<file path="config.mk">
export PLATFORM = sky130hd
export DESIGN_NAME = board_top
export DESIGN_NICKNAME = d
export VERILOG_FILES = /design/src/logic/board_pkg.sv /design/src/logic/reset_sanity.sv /design/src/logic/mmio_decode.sv /design/src/logic/gpio_port.sv /design/src/logic/hbr_pwm.sv /design/src/logic/board_top.sv
export SDC_FILE = /design/constraint.sdc
export NUM_CORES = 1
export LEC_CHECK = 0
export ABC_AREA = 1
export CORE_ASPECT_RATIO = 0.9
export CORE_MARGIN = 4
export CORE_UTILIZATION = 25
export DETAILED_ROUTE_END_ITERATION = 8
export DONT_BUFFER_PORTS = 1
export SYNTH_ARGS = -nofsm -noshare
export SYNTH_HDL_FRONTEND = slang
export SYNTH_HIERARCHICAL = 1
export SYNTH_SLANG_ARGS = --single-unit
</file>
<file path="constraint.sdc">
create_clock -name clock_50mhz -period 2.8 [get_ports clock_50mhz]
set_clock_uncertainty 0.15 [all_clocks]
set_input_delay 0.14 -clock clock_50mhz [delete_from_list [all_inputs] [get_ports clock_50mhz]]
set_output_delay 0.14 -clock clock_50mhz [all_outputs]
set_load 0.02 [all_outputs]
</file>
<file path="src/logic/board_pkg.sv">
/*
 shared definitions for the board shell
 data widths and their typedefs, register map,
 reset hold count and H-bridge control fields
*/
`default_nettype none

package board_pkg;

	// register port widths
	typedef logic [3:0]  addr_t;
	typedef logic [15:0] word_t;

	// one bit per GPIO pad
	typedef logic [15:0] gpio_t;

	// PWM duty and period counter share a width
	typedef logic [7:0]  duty_t;

	// two pins per bridge channel
	typedef logic [7:0]  hbr_pins_t;

	// cycles counted after external reset release
	// small for simulation, hardware would count much longer
	localparam logic [15:0] RESET_HOLD_COUNT = 16'd64;

	localparam int HBR_CHANNELS = 4;

	// control register fields
	localparam int HBR_CTRL_EN_BIT  = 0;
	localparam int HBR_CTRL_DIR_LSB = 4;

	// register map
	localparam addr_t REG_GPIO_OUT  = 4'd0;
	localparam addr_t REG_GPIO_DIR  = 4'd1;
	// read only
	localparam addr_t REG_GPIO_IN   = 4'd2;
	localparam addr_t REG_HBR_CTRL  = 4'd3;
	localparam addr_t REG_HBR_DUTY0 = 4'd4;
	localparam addr_t REG_HBR_DUTY1 = 4'd5;
	localparam addr_t REG_HBR_DUTY2 = 4'd6;
	localparam addr_t REG_HBR_DUTY3 = 4'd7;

endpackage

`default_nettype wire

</file>
<file path="src/logic/reset_sanity.sv">
/*
 reset_sanity
 post-reset hold counter, keeps the internal
 reset asserted until the count has run out
*/
`timescale 1ns/10ps
`default_nettype none

module reset_sanity
(
	input  logic clock_50mhz,
	input  logic reset2a,
	output logic core_reset_o
);

	import board_pkg::*;

	// saturating hold counter
	logic [15:0] hold_cnt;
	logic        hold_done;

	// counter has reached the hold value
	assign hold_done = (hold_cnt == RESET_HOLD_COUNT);

	always_ff @(posedge clock_50mhz)
	begin
		// registered copy of the count state
		core_reset_o <= !hold_done;

		if (reset2a)
		begin
			// restart on every edge the external reset is seen
			hold_cnt     <= '0;
			core_reset_o <= 1'b1;
		end
		else
		begin
			// count up, then stick at the hold value
			if (!hold_done)
			begin
				hold_cnt <= hold_cnt + 16'd1;
			end
		end
	end

	// a glitch on reset2a restarts the whole count,
	// so short pulses still give a full-length internal reset
	// core_reset_o falls RESET_HOLD_COUNT+1 edges after release

endmodule

`default_nettype wire

</file>
<file path="src/logic/mmio_decode.sv">
/*
 mmio_decode
 register port address decode, per-group write strobes,
 registered read mux and one-cycle read-valid pulse
*/
`timescale 1ns/10ps
`default_nettype none

module mmio_decode
(
	input  logic              clock_50mhz,
	input  logic              reset2a,
	input  logic              core_reset_i,
	input  logic              mmio_wr_i,
	input  logic              mmio_rd_i,
	input  board_pkg::addr_t  mmio_addr_i,
	input  board_pkg::word_t  mmio_wdata_i,
	output board_pkg::word_t  mmio_rdata_o,
	output logic              mmio_rvalid_o,
	output logic              gpio_out_wr_o,
	output logic              gpio_dir_wr_o,
	output logic              hbr_ctrl_wr_o,
	output logic              hbr_duty_wr_o,
	output logic [1:0]        hbr_duty_sel_o,
	output board_pkg::word_t  wdata_o,
	input  board_pkg::gpio_t  gpio_out_i,
	input  board_pkg::gpio_t  gpio_dir_i,
	input  board_pkg::gpio_t  gpio_in_i,
	input  board_pkg::word_t  hbr_ctrl_i,
	input  board_pkg::duty_t  hbr_duty0_i,
	input  board_pkg::duty_t  hbr_duty1_i,
	input  board_pkg::duty_t  hbr_duty2_i,
	input  board_pkg::duty_t  hbr_duty3_i
);

	import board_pkg::*;

	logic  wr_ok;
	logic  rd_ok;
	logic  duty_hit;
	addr_t duty_off;
	word_t rd_mux;

	// strobes are dropped while the core is held in reset
	assign wr_ok = mmio_wr_i && !core_reset_i;
	assign rd_ok = mmio_rd_i && !core_reset_i;

	// duty registers sit in one aligned block
	assign duty_hit = (mmio_addr_i >= REG_HBR_DUTY0) && (mmio_addr_i <= REG_HBR_DUTY3);
	assign duty_off = mmio_addr_i - REG_HBR_DUTY0;

	// write strobes, same edge as the sampled write
	assign gpio_out_wr_o  = wr_ok && (mmio_addr_i == REG_GPIO_OUT);
	assign gpio_dir_wr_o  = wr_ok && (mmio_addr_i == REG_GPIO_DIR);
	assign hbr_ctrl_wr_o  = wr_ok && (mmio_addr_i == REG_HBR_CTRL);
	assign hbr_duty_wr_o  = wr_ok && duty_hit;
	assign hbr_duty_sel_o = duty_off[1:0];
	// one shared data bus to every block
	assign wdata_o        = mmio_wdata_i;

	// read select, 8-bit values zero extended
	always_comb
	begin
		case (mmio_addr_i)
			REG_GPIO_OUT:  rd_mux = word_t'(gpio_out_i);
			REG_GPIO_DIR:  rd_mux = word_t'(gpio_dir_i);
			REG_GPIO_IN:   rd_mux = word_t'(gpio_in_i);
			REG_HBR_CTRL:  rd_mux = hbr_ctrl_i;
			REG_HBR_DUTY0: rd_mux = word_t'(hbr_duty0_i);
			REG_HBR_DUTY1: rd_mux = word_t'(hbr_duty1_i);
			REG_HBR_DUTY2: rd_mux = word_t'(hbr_duty2_i);
			REG_HBR_DUTY3: rd_mux = word_t'(hbr_duty3_i);
			// unmapped reads give zero
			default:       rd_mux = '0;
		endcase
	end

	// read data captured on the request edge
	always_ff @(posedge clock_50mhz)
	begin
		if (rd_ok)
		begin
			mmio_rdata_o <= rd_mux;
		end
	end

	// valid pulse one cycle after the sampled read
	always_ff @(posedge clock_50mhz)
	begin
		if (reset2a)
			mmio_rvalid_o <= 1'b0;
		else
			mmio_rvalid_o <= rd_ok;
	end

endmodule

`default_nettype wire

</file>
<file path="src/logic/gpio_port.sv">
/*
 gpio_port
 output and direction registers for 16 pads,
 two-flop input synchronizer for readback
*/
`timescale 1ns/10ps
`default_nettype none

module gpio_port
(
	input  logic              clock_50mhz,
	input  logic              core_reset_i,
	input  logic              out_wr_i,
	input  logic              dir_wr_i,
	input  board_pkg::word_t  wdata_i,
	input  board_pkg::gpio_t  pin_i,
	output board_pkg::gpio_t  pin_o,
	output board_pkg::gpio_t  oe_o,
	output board_pkg::gpio_t  out_o,
	output board_pkg::gpio_t  dir_o,
	output board_pkg::gpio_t  in_o
);

	import board_pkg::*;

	gpio_t out_q;
	gpio_t dir_q;

	// synchronizer stages
	gpio_t in_meta;
	gpio_t in_sync;

	// output value register
	always_ff @(posedge clock_50mhz)
	begin
		if (core_reset_i)
		begin
			out_q <= '0;
		end
		else if (out_wr_i)
		begin
			out_q <= gpio_t'(wdata_i);
		end
	end

	// direction register, 1 drives the pad
	// all pads come up as inputs
	always_ff @(posedge clock_50mhz)
	begin
		if (core_reset_i)
		begin
			dir_q <= '0;
		end
		else if (dir_wr_i)
		begin
			dir_q <= gpio_t'(wdata_i);
		end
	end

	// pad inputs are asynchronous to the core clock
	// first stage may go metastable, second one settles it
	always_ff @(posedge clock_50mhz)
	begin
		in_meta <= pin_i;
		in_sync <= in_meta;
	end

	// pad side
	// the pad buffer is resolved outside, direction acts as enable
	assign pin_o = out_q;
	assign oe_o  = dir_q;

	// register readback side
	assign out_o = out_q;
	assign dir_o = dir_q;
	// driven pins read back their own level through the pad
	assign in_o  = in_sync;

endmodule

`default_nettype wire

</file>
<file path="src/logic/hbr_pwm.sv">
/*
 hbr_pwm
 four-channel H-bridge PWM with a shared period counter,
 control and duty registers, registered pin drive
*/
`timescale 1ns/10ps
`default_nettype none

module hbr_pwm
(
	input  logic                  clock_50mhz,
	input  logic                  core_reset_i,
	input  logic                  ctrl_wr_i,
	input  logic                  duty_wr_i,
	input  logic [1:0]            duty_sel_i,
	input  board_pkg::word_t      wdata_i,
	output board_pkg::word_t      ctrl_o,
	output board_pkg::duty_t      duty0_o,
	output board_pkg::duty_t      duty1_o,
	output board_pkg::duty_t      duty2_o,
	output board_pkg::duty_t      duty3_o,
	output board_pkg::hbr_pins_t  pins_o
);

	import board_pkg::*;

	// 8-bit control, enable in bit 0, directions in bits 4..7
	logic [7:0]              ctrl_q;
	duty_t                   duty_q [HBR_CHANNELS];
	duty_t                   pwm_cnt;
	logic                    hbr_en;
	logic [HBR_CHANNELS-1:0] hbr_dir;
	hbr_pins_t               pins_d;

	assign hbr_en  = ctrl_q[HBR_CTRL_EN_BIT];
	assign hbr_dir = ctrl_q[HBR_CTRL_DIR_LSB +: HBR_CHANNELS];

	// control and duty registers, only the low byte is kept
	always_ff @(posedge clock_50mhz)
	begin
		if (core_reset_i)
		begin
			ctrl_q <= '0;
			for (int k = 0; k < HBR_CHANNELS; k++)
			begin
				duty_q[k] <= '0;
			end
		end
		else
		begin
			if (ctrl_wr_i)
				ctrl_q <= wdata_i[7:0];
			if (duty_wr_i)
				duty_q[duty_sel_i] <= wdata_i[7:0];
		end
	end

	// free-running period counter, wraps 255 -> 0
	// one period is 256 cycles for every channel
	always_ff @(posedge clock_50mhz)
	begin
		if (core_reset_i)
			pwm_cnt <= '0;
		else
			pwm_cnt <= pwm_cnt + 8'd1;
	end

	// pulse while counter below duty
	// direction bit picks which side of the pair carries it
	// the other side stays low so the bridge never shorts
	always_comb
	begin
		pins_d = '0;
		for (int k = 0; k < HBR_CHANNELS; k++)
		begin
			if (hbr_en && (pwm_cnt < duty_q[k]))
			begin
				if (hbr_dir[k])
					pins_d[2*k + 1] = 1'b1;
				else
					pins_d[2*k] = 1'b1;
			end
		end
	end

	// registered drive, no compare glitches at the pins
	always_ff @(posedge clock_50mhz)
	begin
		if (core_reset_i)
			pins_o <= '0;
		else
			pins_o <= pins_d;
	end

	// readback
	assign ctrl_o  = word_t'(ctrl_q);
	assign duty0_o = duty_q[0];
	assign duty1_o = duty_q[1];
	assign duty2_o = duty_q[2];
	assign duty3_o = duty_q[3];

endmodule

`default_nettype wire

</file>
<file path="src/logic/board_top.sv">
/*
 board_top
 board shell, connects reset hold, register
 decode, GPIO port and H-bridge PWM
*/
`timescale 1ns/10ps
`default_nettype none

module board_top
(
	input  logic                  clock_50mhz,
	input  logic                  reset2a,
	input  logic                  mmio_wr_i,
	input  logic                  mmio_rd_i,
	input  board_pkg::addr_t      mmio_addr_i,
	input  board_pkg::word_t      mmio_wdata_i,
	output board_pkg::word_t      mmio_rdata_o,
	output logic                  mmio_rvalid_o,
	input  board_pkg::gpio_t      gpio_pin_i,
	output board_pkg::gpio_t      gpio_pin_o,
	output board_pkg::gpio_t      gpio_oe_o,
	output board_pkg::hbr_pins_t  hbr_pins_o,
	output logic                  core_reset_o
);

	import board_pkg::*;

	// internal reset for every block
	logic       core_reset;

	// write strobes and shared data
	logic       gpio_out_wr;
	logic       gpio_dir_wr;
	logic       hbr_ctrl_wr;
	logic       hbr_duty_wr;
	logic [1:0] hbr_duty_sel;
	word_t      wdata;

	// register values back to the read mux
	gpio_t      gpio_out;
	gpio_t      gpio_dir;
	gpio_t      gpio_in;
	word_t      hbr_ctrl;
	duty_t      hbr_duty0;
	duty_t      hbr_duty1;
	duty_t      hbr_duty2;
	duty_t      hbr_duty3;

	reset_sanity u_reset_sanity
	(
		.clock_50mhz  (clock_50mhz),
		.reset2a      (reset2a),
		.core_reset_o (core_reset)
	);

	mmio_decode u_mmio_decode
	(
		.clock_50mhz    (clock_50mhz),
		.reset2a        (reset2a),
		.core_reset_i   (core_reset),
		.mmio_wr_i      (mmio_wr_i),
		.mmio_rd_i      (mmio_rd_i),
		.mmio_addr_i    (mmio_addr_i),
		.mmio_wdata_i   (mmio_wdata_i),
		.mmio_rdata_o   (mmio_rdata_o),
		.mmio_rvalid_o  (mmio_rvalid_o),
		.gpio_out_wr_o  (gpio_out_wr),
		.gpio_dir_wr_o  (gpio_dir_wr),
		.hbr_ctrl_wr_o  (hbr_ctrl_wr),
		.hbr_duty_wr_o  (hbr_duty_wr),
		.hbr_duty_sel_o (hbr_duty_sel),
		.wdata_o        (wdata),
		.gpio_out_i     (gpio_out),
		.gpio_dir_i     (gpio_dir),
		.gpio_in_i      (gpio_in),
		.hbr_ctrl_i     (hbr_ctrl),
		.hbr_duty0_i    (hbr_duty0),
		.hbr_duty1_i    (hbr_duty1),
		.hbr_duty2_i    (hbr_duty2),
		.hbr_duty3_i    (hbr_duty3)
	);

	// pads stay split into in, out and enable
	gpio_port u_gpio_port
	(
		.clock_50mhz  (clock_50mhz),
		.core_reset_i (core_reset),
		.out_wr_i     (gpio_out_wr),
		.dir_wr_i     (gpio_dir_wr),
		.wdata_i      (wdata),
		.pin_i        (gpio_pin_i),
		.pin_o        (gpio_pin_o),
		.oe_o         (gpio_oe_o),
		.out_o        (gpio_out),
		.dir_o        (gpio_dir),
		.in_o         (gpio_in)
	);

	hbr_pwm u_hbr_pwm
	(
		.clock_50mhz  (clock_50mhz),
		.core_reset_i (core_reset),
		.ctrl_wr_i    (hbr_ctrl_wr),
		.duty_wr_i    (hbr_duty_wr),
		.duty_sel_i   (hbr_duty_sel),
		.wdata_i      (wdata),
		.ctrl_o       (hbr_ctrl),
		.duty0_o      (hbr_duty0),
		.duty1_o      (hbr_duty1),
		.duty2_o      (hbr_duty2),
		.duty3_o      (hbr_duty3),
		.pins_o       (hbr_pins_o)
	);

	// internal reset visible at the board edge
	assign core_reset_o = core_reset;

endmodule

`default_nettype wire

</file>
-- Word-level counts from Yosys, hierarchy flattened
Memories as Yosys holds them, arrays and structs flattened.
Index checks and enable logic that the tools add are counted.
- RAM bits: 32
- register bits: 122
- memories: 1
- latch bits: 0
- ROM bits: 0
- input bits: 40
- word-level logic and storage cells: 72
- output and inout port bits: 58
- memories (name ; depth ; width ; read ports ; clocked after memory_dff ; wr ports ; RTL line ; RTL):
    u_hbr_pwm.duty_q ; 4 ; 8 ; 4 ; 0 ; 4 ; hbr_pwm.sv:29 ; duty_t duty_q [HBR_CHANNELS];
- multiply operators: 0
- add/subtract/negate cells: 3
- shift operators: 0
- divide/modulo/power cells: 0
- order comparisons: 6
- muxes and demuxes: 17
- reductions and logical operators: 19
- equal/unequal tests: 8
- bitwise operators: 4
- operator list (kind ; count):
    one-hot mux 16 bit (8 select lines) ; 1
    less-than comparator 8 bit ; 4
    adder 16 x 1 -> 16 bit, second input constant ; 1
    equality test 16 x 7 -> 1 bit, second input constant ; 1
    equality test 4 x 3 -> 1 bit, second input constant ; 4
    2-to-1 mux 1 bit ; 14
    logical AND 1 bit ; 11
    adder 8 x 1 -> 8 bit, second input constant ; 1
    equality test 4 x 2 -> 1 bit, second input constant ; 2
    2-to-1 mux 8 bit ; 1
    OR reduction 2 bit ; 4
    OR reduction 8 bit ; 1
    equality test 4 x 1 -> 1 bit, second input constant ; 1
    greater-or-equal comparator 4 x 3 -> 1 bit, second input constant ; 1
    <= comparator 4 x 3 -> 1 bit, second input constant ; 1
    logical NOT 4 bit ; 1
    inverter 1 bit ; 4
    logical NOT 1 bit ; 2
    2-to-1 mux 2 bit ; 1
    subtractor 2 x 1 -> 2 bit, second input constant ; 1

-- Depth between registers and ports, before layout
Gate-level depths: netlist of the first run.
- depth in word-level cells: 8
- depth in mapped cells: 9
- mapped depth without buffers: 9

-- Modules after synthesis
Netlist of the first run, hierarchy kept.
- by module, submodules not included (module ; seq. area each (µm²) ; cells each ; times used ; area each (µm²)):
    hbr_pwm ; 1441.4 ; 300 ; 1 ; 2775.2
    gpio_port ; 1281.2 ; 250 ; 1 ; 2148.3
    mmio_decode ; 500.5 ; 234 ; 1 ; 1606.5
    reset_sanity ; 340.3 ; 151 ; 1 ; 963.4

-- Least setup slack after synthesis of the first run
Ideal clock, no wire load.
- path kind: reg2reg
- from: reg u_reset_sanity.core_reset_o
- to: mem u_hbr_pwm/duty_q[0][0] (netlist name) (enable)
- slack: 0.770 ns
- setup time: 0.329 ns
- stages on the path, launching flop included: 8
- buffers on the path: 0
- period minus slack after synthesis: 2.030 ns
- required time: 2.321 ns
- arrival time: 1.552 ns
- cells stage by stage: dfxtp_1 > inv_1 > nand2_1 > nor3_1 > nand2_2 > nor2_4 > nand2_2 > nand2_1
- RTL lines (element ; RTL line ; RTL):
    from (decl) ; reset_sanity.sv:13 ; output logic core_reset_o
    from (signal assigned) ; reset_sanity.sv:28 ; core_reset_o <= !hold_done;
    to (decl) ; hbr_pwm.sv:29 ;

==> flow_summary_export.csv, run 1 <==
group,metric,value,unit
outcome,outcome,"finished, final reports clean",
clock_network,insertion_delay,0.42,ns
place,gp_congestion,0.831,
sta,worst_slew_pin_slew,1.09,ns
sta,setup_violations,0,
run,maxCapViolCount,0,
sta,slew_viol_final,0,
drt,ant_nets,0,
synth,post-synth-top-area-fraction,28.3,%
power_and_ir_drop,p_sw,1.15,mW
synth,yosysUniqueCellTypes,30,
worst_hold_path,hold_end,"u_mmio_decode/mmio_rdata_o[11]$_DFFE_PP_",
die,initial_utilization,25.6,%
global_routing,grt_pass1_vias,5490,
synth,yosys.area.top_type,"dfxtp_1",
sta,fin_tns_setup,0,ns
die,num_rows,59,
clock_network,cts_tree,"done",
die,core_area,29200,µm²
power_and_ir_drop,power,4.72,mW
clock_network,clockBufferDepth,2,
place,portBuffers,0,
final_layout,drive_gt1_share,7.61,%
sta,fmaxAchievable,450,MHz
setup_path,endpoint_kind,"flip-flop",
die,dieHeight,172,µm
setup_path,crit_path_max_fanout,9,
worst_hold_path,hold_path_depth,3,
final_layout,fin_nets,991,
synth,synth-edff-count,48,
synth,synth_common_cells,"185 x nand2_1, 161 x nor2_1, 113 x nand3_1, 106 x dfxtp_1, 96 x inv_1",
power_and_ir_drop,swShare,24.3,%
drt,via_per_inst,4.34,
clock_network,clk_pin_slew,0.07,ns
sta,finalHoldViolCount,0,
clock_network,post_cts_buffers,0,
setup_path,critPathArrivalTime,2.16,ns
drt,vias,5774,
setup_path,r2r-end,"u_hbr_pwm/duty_q[2][7]$_SDFFCE_PN0P_",
clock_network,cts_buffers,17,
power_and_ir_drop,p_int,3.58,mW
die,die_area,32800,µm²
final_layout,utilization,28.7,%
setup_path,r2r_cells,7,
drt,wl,19600,µm
worst_hold_path,hold_path.class,"in -> reg",
setup_path,required,2.74,ns
global_routing,grt_pass1_wl,31200,µm
drt,wl_per_cell,14.7,µm
drt,drt_iter0_markers,566,
setup_path,crit_path_start_kind,"flip-flop",
setup_path,crit_type,"reg -> reg",
synth,synth_seq_area_share,47.6,%
setup_path,r2r_slack,0.58,ns
clock_network,htreeDepth,4,
sta,max-slew-margin-rel,27.0,%
clock_network,cts-root-buf,"clkbuf_16",
power_and_ir_drop,p_per_area,562,nW/µm²
synth,netlist_area,7490,µm²
global_routing,grt_max_degree,49,
sta,period_minus_slack,2.22,ns
synth,synth_flop_cell,"dfxtp_1",
synth,synthArstFlopShare,0,%
place,place_inst,1258,
power_and_ir_drop,pwr-share-seq,49.3,%
die,die_w,190,µm
drt,drc,0,
global_routing,antenna_found_initial,1,
synth,synth_cells,935,
power_and_ir_drop,clkPwrFrac,47.0,%
setup_path,reg2reg_from,"u_reset_sanity/core_reset_o$_SDFF_PP1_",
clock_network,cts_resized,0,
global_routing,grt_overflow,0,
drt,drtPass1Iterations,5,
synth,synth-seq-cells,154,
power_and_ir_drop,vdd_drop_max,0.350,mV
synth,yosys_warnings,6,
sta,rsz0062_at_grt,"no",
place,hpwl,13800,µm
power_and_ir_drop,leakage,3.45,nW
sta,final.period_utilization,79.3,%
final_layout,stdcell_count,1330,
global_routing,grt_util_all_layers,12.2,%
synth,syn_area_per_cell,8.01,µm²
clock_network,hold_buffers,39,
power_and_ir_drop,pwr-share-comb,3.7,%
synth,synthTopCellsByArea,"dfxtp_1 28%, edfxtp_1 19%, nand2_1 9.3%",
worst_hold_path,worstHoldStart,"mmio_addr_i[0]",
die,ioPinCount,98,
final_layout,area_growth,12.1,%
synth,yosysMostFrequentCell,"nand2_1",
clock_network,clkSinkCount,154,
sta,whs,0.0316,ns
## critical path, cell delays in order (launching register included)
cell,delay [ns]
dfxtp_1,0.32
inv_1,0.06
nand2_1,0.12
nor3_1,0.39
nand2_2,0.24
nor2_4,0.16
nand2_2,0.14
nand2_1,0.30
## placed cells by master, fill, tap and decap left out, types with 2 or more instances in the layout
cell type and instances:
a21oi_1 34, buf_4 9, clkbuf_16 17, clkinv_4 3
conb_1 8, dfxtp_1 106, dlygate4sd3_1 39, edfxtp_1 48
ha_1 31, inv_1 96, inv_2 5, inv_6 4
inv_8 4, nand2_1 185, nand2_2 3, nand2_4 2
nand3_1 113, nand4_1 16, nor2_1 158, nor2_2 9
nor2_4 5, nor3_1 5, o21a_1 4, o21ai_0 16
xor2_1 2
## routing by layer
metal  GRT usage [%]  up-vias  share of wire, %  wire length [µm]
li1                -     2908                 -                 -
met1            16.8     2670                47              9130
met2            19.6      186                46              8940
met3            3.25       10               7.3              1420
met4            2.47        0              0.61               119
met5               0        -                 0                 0
## per-stage QoR
step / worst slack, ns / cell area (µm²)
after CTS: 0.607 / 8390
after floorplan: 0.770 / 7520
final: 0.579 / 8400
after global placement: 0.737 / 7430
after detailed placement: 0.627 / 7430
after global routing: 0.440 / 8400
## worst max-delay path by stage
stage                                                 startpoint                                    to  slack (ns)
final                     u_reset_sanity/core_reset_o$_SDFF_PP1_  u_hbr_pwm/duty_q[2][7]$_SDFFCE_PN0P_        0.58
after global routing      u_reset_sanity/core_reset_o$_SDFF_PP1_  u_hbr_pwm/duty_q[2][7]$_SDFFCE_PN0P_        0.44
after CTS                 u_reset_sanity/core_reset_o$_SDFF_PP1_  u_hbr_pwm/duty_q[2][7]$_SDFFCE_PN0P_        0.61
after detailed placement  u_reset_sanity/core_reset_o$_SDFF_PP1_  u_hbr_pwm/duty_q[2][2]$_SDFFCE_PN0P_        0.63
after global placement    u_reset_sanity/core_reset_o$_SDFF_PP1_  u_hbr_pwm/duty_q[2][0]$_SDFFCE_PN0P_        0.74
after floorplan           u_reset_sanity/core_reset_o$_SDFF_PP1_  u_hbr_pwm/duty_q[0][0]$_SDFFCE_PN0P_        0.77
## state kept, by name, summed over array words and instances, names as in the netlist, 8 cells and up
register                    count
u_gpio_port/dir_o              16
u_hbr_pwm/pwm_cnt               8
u_hbr_pwm/pins_o                8
u_gpio_port/out_o              16
u_gpio_port/in_o               16
u_hbr_pwm/duty_q               32
u_reset_sanity/hold_cnt        16
u_hbr_pwm/ctrl_q                8
u_gpio_port/in_meta            16
u_mmio_decode/mmio_rdata_o     16
## cell type report
class                           count  area [µm²]
Clock buffer                       18         439
Multi-Input combinational cell    598        2930
Tap cell                          396         495
Clock inverter                     14         131
Inverter                          101         379
Sequential cell                   154        3560
Timing Repair Buffer               48         458
Antenna cell                        1        2.50
Fill cell                        3151       20800
## kinds of logic after synthesis
family,share of synthesized area [%]
AND/OR/NAND/NOR,29.0
buffers and inverters,14.0
flip-flops,47.6
AO/OA/AOI/OAI,3.97
adder cells (fa/ha/maj),5.18
XOR/XNOR,0.234
other,0.0500
## power by group through the flow
stage          Combinational, mW  Clock (mW)  Sequential, mW
2_1_floorplan              0.126           0            2.37
3_3_place_gp               0.121           0            2.38
3_5_place_dp               0.123           0            2.38
4_1_cts                    0.173        2.27            2.33
5_1_grt                    0.193        2.38            2.33
6_report                   0.175        2.22            2.33
(Power assumes the default switching activity.)
==> inputs of run 2 (changes only) <==
==> constraint.sdc (replaced) <==
create_clock -name clock_50mhz -period 2.05 [get_ports clock_50mhz]
set_clock_uncertainty 0.15 [all_clocks]
set_input_delay 0.1025 -clock clock_50mhz [delete_from_list [all_inputs] [get_ports clock_50mhz]]
set_output_delay 0.1025 -clock clock_50mhz [all_outputs]
set_load 0.02 [all_outputs]
==> run 2 against run 1 <==
  * Global-route usage decreased by 0.38 points
  * Routed wire length decreased by 0.91%
  * Highest routed layer unchanged
  * Worst hold slack got worse by 0.0085 ns
  * Final cell count increased by 0.60%
  * Largest power group unchanged
==> flow_summary_export.csv, run 2 (same netlist as run 1, synthesis figures left out) <==
group,metric,value,unit
power_and_ir_drop,pwr-share-comb,3.8,%
drt,vias,5788,
run,maxCapViolCount,0,
setup_path,crit_type,"reg -> reg",
power_and_ir_drop,clkPwrFrac,46.8,%
outcome,outcome,"finished, final reports clean",
die,initial_utilization,25.6,%
setup_path,slowest_stage,"dlygate4sd3_1",
final_layout,area_growth,12.9,%
setup_path,path_buf_inv,3,
global_routing,grt_pass1_vias,5489,
final_layout,drive_gt1_share,8.61,%
sta,whs,0.0231,ns
power_and_ir_drop,vdd_drop_max,0.377,mV
sta,fmaxAchievable,523,MHz
worst_hold_path,worstHoldStart,"mmio_addr_i[3]",
global_routing,grt_pass1_wl,30300,µm
setup_path,required,2.25,ns
global_routing,grt_overflow,0,
die,num_rows,59,
final_layout,mostFrequentLayoutCell,"nand2_1",
worst_hold_path,hold_path_depth,4,
final_layout,largest_register_ffs,32,
clock_network,clk_pin_slew,0.07,ns
clock_network,insertion_delay,0.43,ns
power_and_ir_drop,swShare,24.5,%
drt,via_per_inst,4.33,
final_layout,fin_nets,999,
die,dieHeight,172,µm
setup_path,r2r-end,"u_hbr_pwm/ctrl_q[3]$_SDFFE_PP0P_",
setup_path,reg2reg_from,"u_reset_sanity/core_reset_o$_SDFF_PP1_",
setup_path,path_cells,"inv_1 > nand2_1 > nor4_2 > dlygate4sd3_1 > buf_4 > o21ai_0 > a21oi_1",
drt,ant_nets,0,
global_routing,antenna_found_initial,1,
sta,slew_viol_final,0,
clock_network,post_cts_buffers,0,
clock_network,htreeDepth,4,
sta,rsz0062_at_grt,"no",
drt,drtPass1Iterations,7,
setup_path,critPathArrivalTime,2.11,ns
place,portBuffers,0,
setup_path,endpoint_kind,"flip-flop",
final_layout,regMostFlops,"u_hbr_pwm/duty_q",
drt,wl_per_cell,14.5,µm
worst_hold_path,hold_end,"u_hbr_pwm/duty_q[1][5]$_SDFFCE_PN0P_",
global_routing,grt_max_degree,33,
clock_network,cts_tree,"done",
setup_path,r2r_slack,0.14,ns
die,die_area,32800,µm²
setup_path,r2r_cells,7,
clock_network,clockBufferDepth,2,
worst_hold_path,hold_path.class,"in -> reg",
power_and_ir_drop,leakage,3.49,nW
setup_path,cp_top_family,"buffers and inverters",
die,die_w,190,µm
sta,max-slew-margin-rel,66.1,%
die,ioPinCount,98,
drt,drt_iter0_markers,472,
sta,final.period_utilization,93.2,%
power_and_ir_drop,p_per_area,761,nW/µm²
clock_network,cts_buffers,17,
final_layout,final_cell_mix,"185 x nand2_1, 158 x nor2_1, 113 x nand3_1",
clock_network,cts-root-buf,"clkbuf_16",
clock_network,clkSinkCount,154,
sta,period_minus_slack,1.91,ns
power_and_ir_drop,pwr-share-seq,49.4,%
sta,worst_slew_pin_slew,0.507,ns
sta,setup_violations,0,
sta,finalHoldViolCount,0,
global_routing,grt_util_all_layers,11.9,%
drt,drc,0,
setup_path,crit_path_start_kind,"flip-flop",
power_and_ir_drop,p_int,4.86,mW
drt,wl,19400,µm
die,core_area,29200,µm²
place,gp_congestion,0.882,
setup_path,slowest_delay,0.59,ns
setup_path,crit_path_max_fanout,16,
sta,fin_tns_setup,0,ns
power_and_ir_drop,p_sw,1.58,mW
place,hpwl,14100,µm
## run 2: worst max-delay path by stage
| stage | startpoint | endpoint | cells after the start |
|---|---|---|---|
| finish | u_reset_sanity/core_reset_o$_SDFF_PP1_ | u_hbr_pwm/ctrl_q[3]$_SDFFE_PP0P_ | 7 |
| global route | u_reset_sanity/core_reset_o$_SDFF_PP1_ | u_hbr_pwm/ctrl_q[2]$_SDFFE_PP0P_ | 7 |
| CTS | u_reset_sanity/core_reset_o$_SDFF_PP1_ | u_hbr_pwm/duty_q[0][1]$_SDFFCE_PN0P_ | 7 |
| detailed placement | u_reset_sanity/core_reset_o$_SDFF_PP1_ | u_hbr_pwm/duty_q[0][1]$_SDFFCE_PN0P_ | 7 |
| global placement | u_reset_sanity/core_reset_o$_SDFF_PP1_ | u_hbr_pwm/duty_q[0][1]$_SDFFCE_PN0P_ | 7 |
| floorplan | u_reset_sanity/core_reset_o$_SDFF_PP1_ | u_hbr_pwm/duty_q[0][0]$_SDFFCE_PN0P_ | 7 |
## run 2: metal layers
layer  share of wire (%)  vias up  track usage [%]
li1                    -     2916                -
met5                   0        -                0
met3                 7.3       25             3.73
met1                  47     2669             15.8
met2                  44      178             18.4
met4                 1.7        0             3.72
## run 2: timing repair
item,4_1_cts,5_1_grt
hold endpoints to repair,107,0
setup endpoints to repair,0,16
hold buffers,38,0
gates resized for setup,0,1
## run 2: power groups by stage
| stage | sequential, mW | combinational, mW | clock (mW) |
|---|---|---|---|
| after floorplan | 3.24 | 0.172 | 0 |
| after global placement | 3.25 | 0.172 | 0 |
| after detailed placement | 3.25 | 0.175 | 0 |
| after CTS | 3.18 | 0.241 | 3.09 |
| after global routing | 3.18 | 0.268 | 3.22 |
| final | 3.18 | 0.244 | 3.01 |
## run 2: through the flow
stage               setup WS, ns  cells  utilization [%]  area, µm²  total power [mW]
floorplan                 0.0195    942                -       7520              3.41
global placement          0.0996   1267             25.7       7510              3.42
detailed placement        0.0462   1267             25.7       7510              3.42
CTS                       0.0276   1337             28.9       8450              6.51
global route             0.00404   1338             28.9       8460              6.67
finish                     0.139   1338             28.9       8460              6.44
## run 2: final cells by class
| class | instances | area [µm²] |
|---|---|---|
| inverters | 101 | 379 |
| fillers | 3166 | 20800 |
| repair buffers | 56 | 528 |
| clock buffers | 18 | 429 |
| clock inverters | 14 | 130 |
| flip-flops and latches | 154 | 3560 |
| multi-input cells | 598 | 2930 |
| well taps | 396 | 495 |
| diodes | 1 | 2.50 |
## run 2: worst min-delay path: stages
cell and delay [ns]:
nor3_2 0.04, nand4_2 0.09, buf_4 0.16, nor2_1 0.04
==> inputs of run 3 (changes only) <==
==> constraint.sdc (replaced) <==
create_clock -name clock_50mhz -period 2.05 [get_ports clock_50mhz]
set_clock_uncertainty 0.15 [all_clocks]
set_input_delay 0.615 -clock clock_50mhz [delete_from_list [all_inputs] [get_ports clock_50mhz]]
set_output_delay 0.615 -clock clock_50mhz [all_outputs]
set_load 0.02 [all_outputs]
==> run 3 against run 2 <==
  * First-iteration DRC count shrank 13%
  * Die area is the same
  * Critical path type is now reg -> out
  * Largest power group unchanged
  * Critical endpoint is now core_reset_o
  * Via count down 2.3%
  * Highest routed layer unchanged
==> flow_summary_export.csv, run 3 (same netlist as run 1, synthesis figures left out) <==
group,metric,value,unit
place,portBuffers,0,
sta,slew_viol_final,0,
global_routing,grt_pass1_vias,5248,
clock_network,htreeDepth,4,
place,placed_cell_area,7600,µm²
final_layout,mostFrequentLayoutCell,"nand2_1",
setup_path,critPathArrivalTime,1.16,ns
die,core_area,29200,µm²
global_routing,grt_max_degree,33,
drt,vias,5654,
global_routing,grt_util_all_layers,12.1,%
sta,max-slew-margin-rel,15.5,%
power_and_ir_drop,pwr-share-comb,3.0,%
setup_path,required,1.28,ns
global_routing,grt_pass1_wl,30500,µm
power_and_ir_drop,p_sw,1.59,mW
clock_network,insertion_delay,0.44,ns
clock_network,cts-root-buf,"clkbuf_16",
sta,worst_slew_pin_slew,1.27,ns
setup_path,crit_path_start_kind,"flip-flop",
die,die_area,32800,µm²
place,gp_congestion,0.888,
power_and_ir_drop,leakage,3.36,nW
final_layout,utilization,27.9,%
die,ioPinCount,98,
outcome,outcome,"finished, final reports clean",
power_and_ir_drop,pwr-share-seq,49.6,%
die,initial_utilization,25.6,%
final_layout,regMostFlops,"u_hbr_pwm/duty_q",
sta,rsz0062_at_grt,"no",
final_layout,num_antenna_cells,0,
clock_network,cts_buffers,17,
drt,drt_iter0_markers,409,
drt,ant_nets,0,
sta,setup_violations,0,
drt,wl,19400,µm
place,hpwl,14400,µm
clock_network,post_cts_buffers,0,
sta,period_minus_slack,1.93,ns
final_layout,final_cell_mix,"185 x nand2_1, 158 x nor2_1, 113 x nand3_1",
clock_network,clkSinkCount,154,
final_layout,drive_gt1_share,9.16,%
power_and_ir_drop,vdd_drop_max,0.600,mV
final_layout,final_area,8160,µm²
setup_path,crit_type,"reg -> out",
power_and_ir_drop,power,6.41,mW
clock_network,hold_buffers,0,
setup_path,endpoint_kind,"primary output",
global_routing,grt_overflow,0,
clock_network,cts_resized,0,
power_and_ir_drop,clkPwrFrac,47.4,%
sta,finalHoldViolCount,0,
run,maxCapViolCount,0,
die,die_w,190,µm
final_layout,largest_register_ffs,32,
setup_path,path_cells,"buf_4",
final_layout,area_growth,8.92,%
drt,wl_per_cell,14.9,µm
global_routing,antenna_found_initial,0,
worst_hold_path,hold_path.class,"in -> reg",
setup_path,slowest_delay,0.47,ns
sta,final.period_utilization,94.1,%
sta,whs,0.0456,ns
clock_network,cts_tree,"done",
setup_path,path_buf_inv,1,
die,num_rows,59,
setup_path,crit_path_max_fanout,7,
final_layout,fin_nets,964,
power_and_ir_drop,p_per_area,785,nW/µm²
drt,drtPass1Iterations,8,
sta,fin_tns_setup,0,ns
clock_network,clk_pin_slew,0.07,ns
drt,drc,0,
setup_path,slowest_stage,"dfxtp_1",
power_and_ir_drop,p_int,4.82,mW
die,dieHeight,172,µm
drt,via_per_inst,4.34,
clock_network,clockBufferDepth,2,
sta,fmaxAchievable,519,MHz
power_and_ir_drop,swShare,24.8,%
setup_path,cp_top_family,"flip-flops",
[run 3: changes by cell type in the layout (fill, tap and decap cells not counted)]
| cell | before | now |
|---|---|---|
| dlygate4sd3_1 | 38 | 0 |
| buf_12 | 1 | 6 |
| buf_4 | 17 | 15 |
| clkinv_1 | 0 | 1 |
| clkinvlp_4 | 1 | 0 |
| diode_2 | 1 | 0 |
| inv_4 | 1 | 0 |
| inv_6 | 6 | 7 |
[run 3: metal layers]
layer | track usage [%] | part of all wire, % | vias up
li1 | - | - | 2855
met1 | 16.7 | 47 | 2625
met2 | 18.9 | 46 | 164
met3 | 3.11 | 6.7 | 10
met4 | 3.09 | 0.72 | 0
met5 | 0 | 0 | -
[run 3: cell type report]
class	count	area, µm²
Sequential cell	154	3560
Tap cell	396	495
Inverter	101	379
Fill cell	3190	21100
Clock buffer	18	429
Multi-Input combinational cell	598	2930
Timing Repair Buffer	21	233
Clock inverter	14	129
[run 3: per-stage QoR]
stage	setup WS (ns)	std cells
after floorplan	0.0504	942
after global placement	-0.116	1270
after detailed placement	-0.217	1270
after CTS	0.0907	1302
after global routing	0.0248	1302
final	0.122	1302
[run 3: power by group through the flow]
stage / Combinational, mW / Sequential [mW] / Clock, mW
global route: 0.211 / 3.18 / 3.26
floorplan: 0.172 / 3.24 / 0
global placement: 0.187 / 3.25 / 0
detailed placement: 0.189 / 3.25 / 0
CTS: 0.191 / 3.18 / 3.10
finish: 0.193 / 3.18 / 3.04
[run 3: worst paths after layout]
check / start / to / slack (ns) / cells after the start
setup reg to reg: u_reset_sanity/core_reset_o$_SDFF_PP1_ / u_hbr_pwm/duty_q[2][2]$_SDFFCE_PN0P_ / 0.26 / 7
hold reg to reg: u_gpio_port/in_meta[13]$_DFF_P_ / u_gpio_port/in_o[13]$_DFF_P_ / 0.17 / 0
setup / recovery: u_reset_sanity/core_reset_o$_SDFF_PP1_ / core_reset_o / 0.12 / 1
hold / removal: gpio_pin_i[15] / u_gpio_port/in_meta[15]$_DFF_P_ / 0.05 / 0
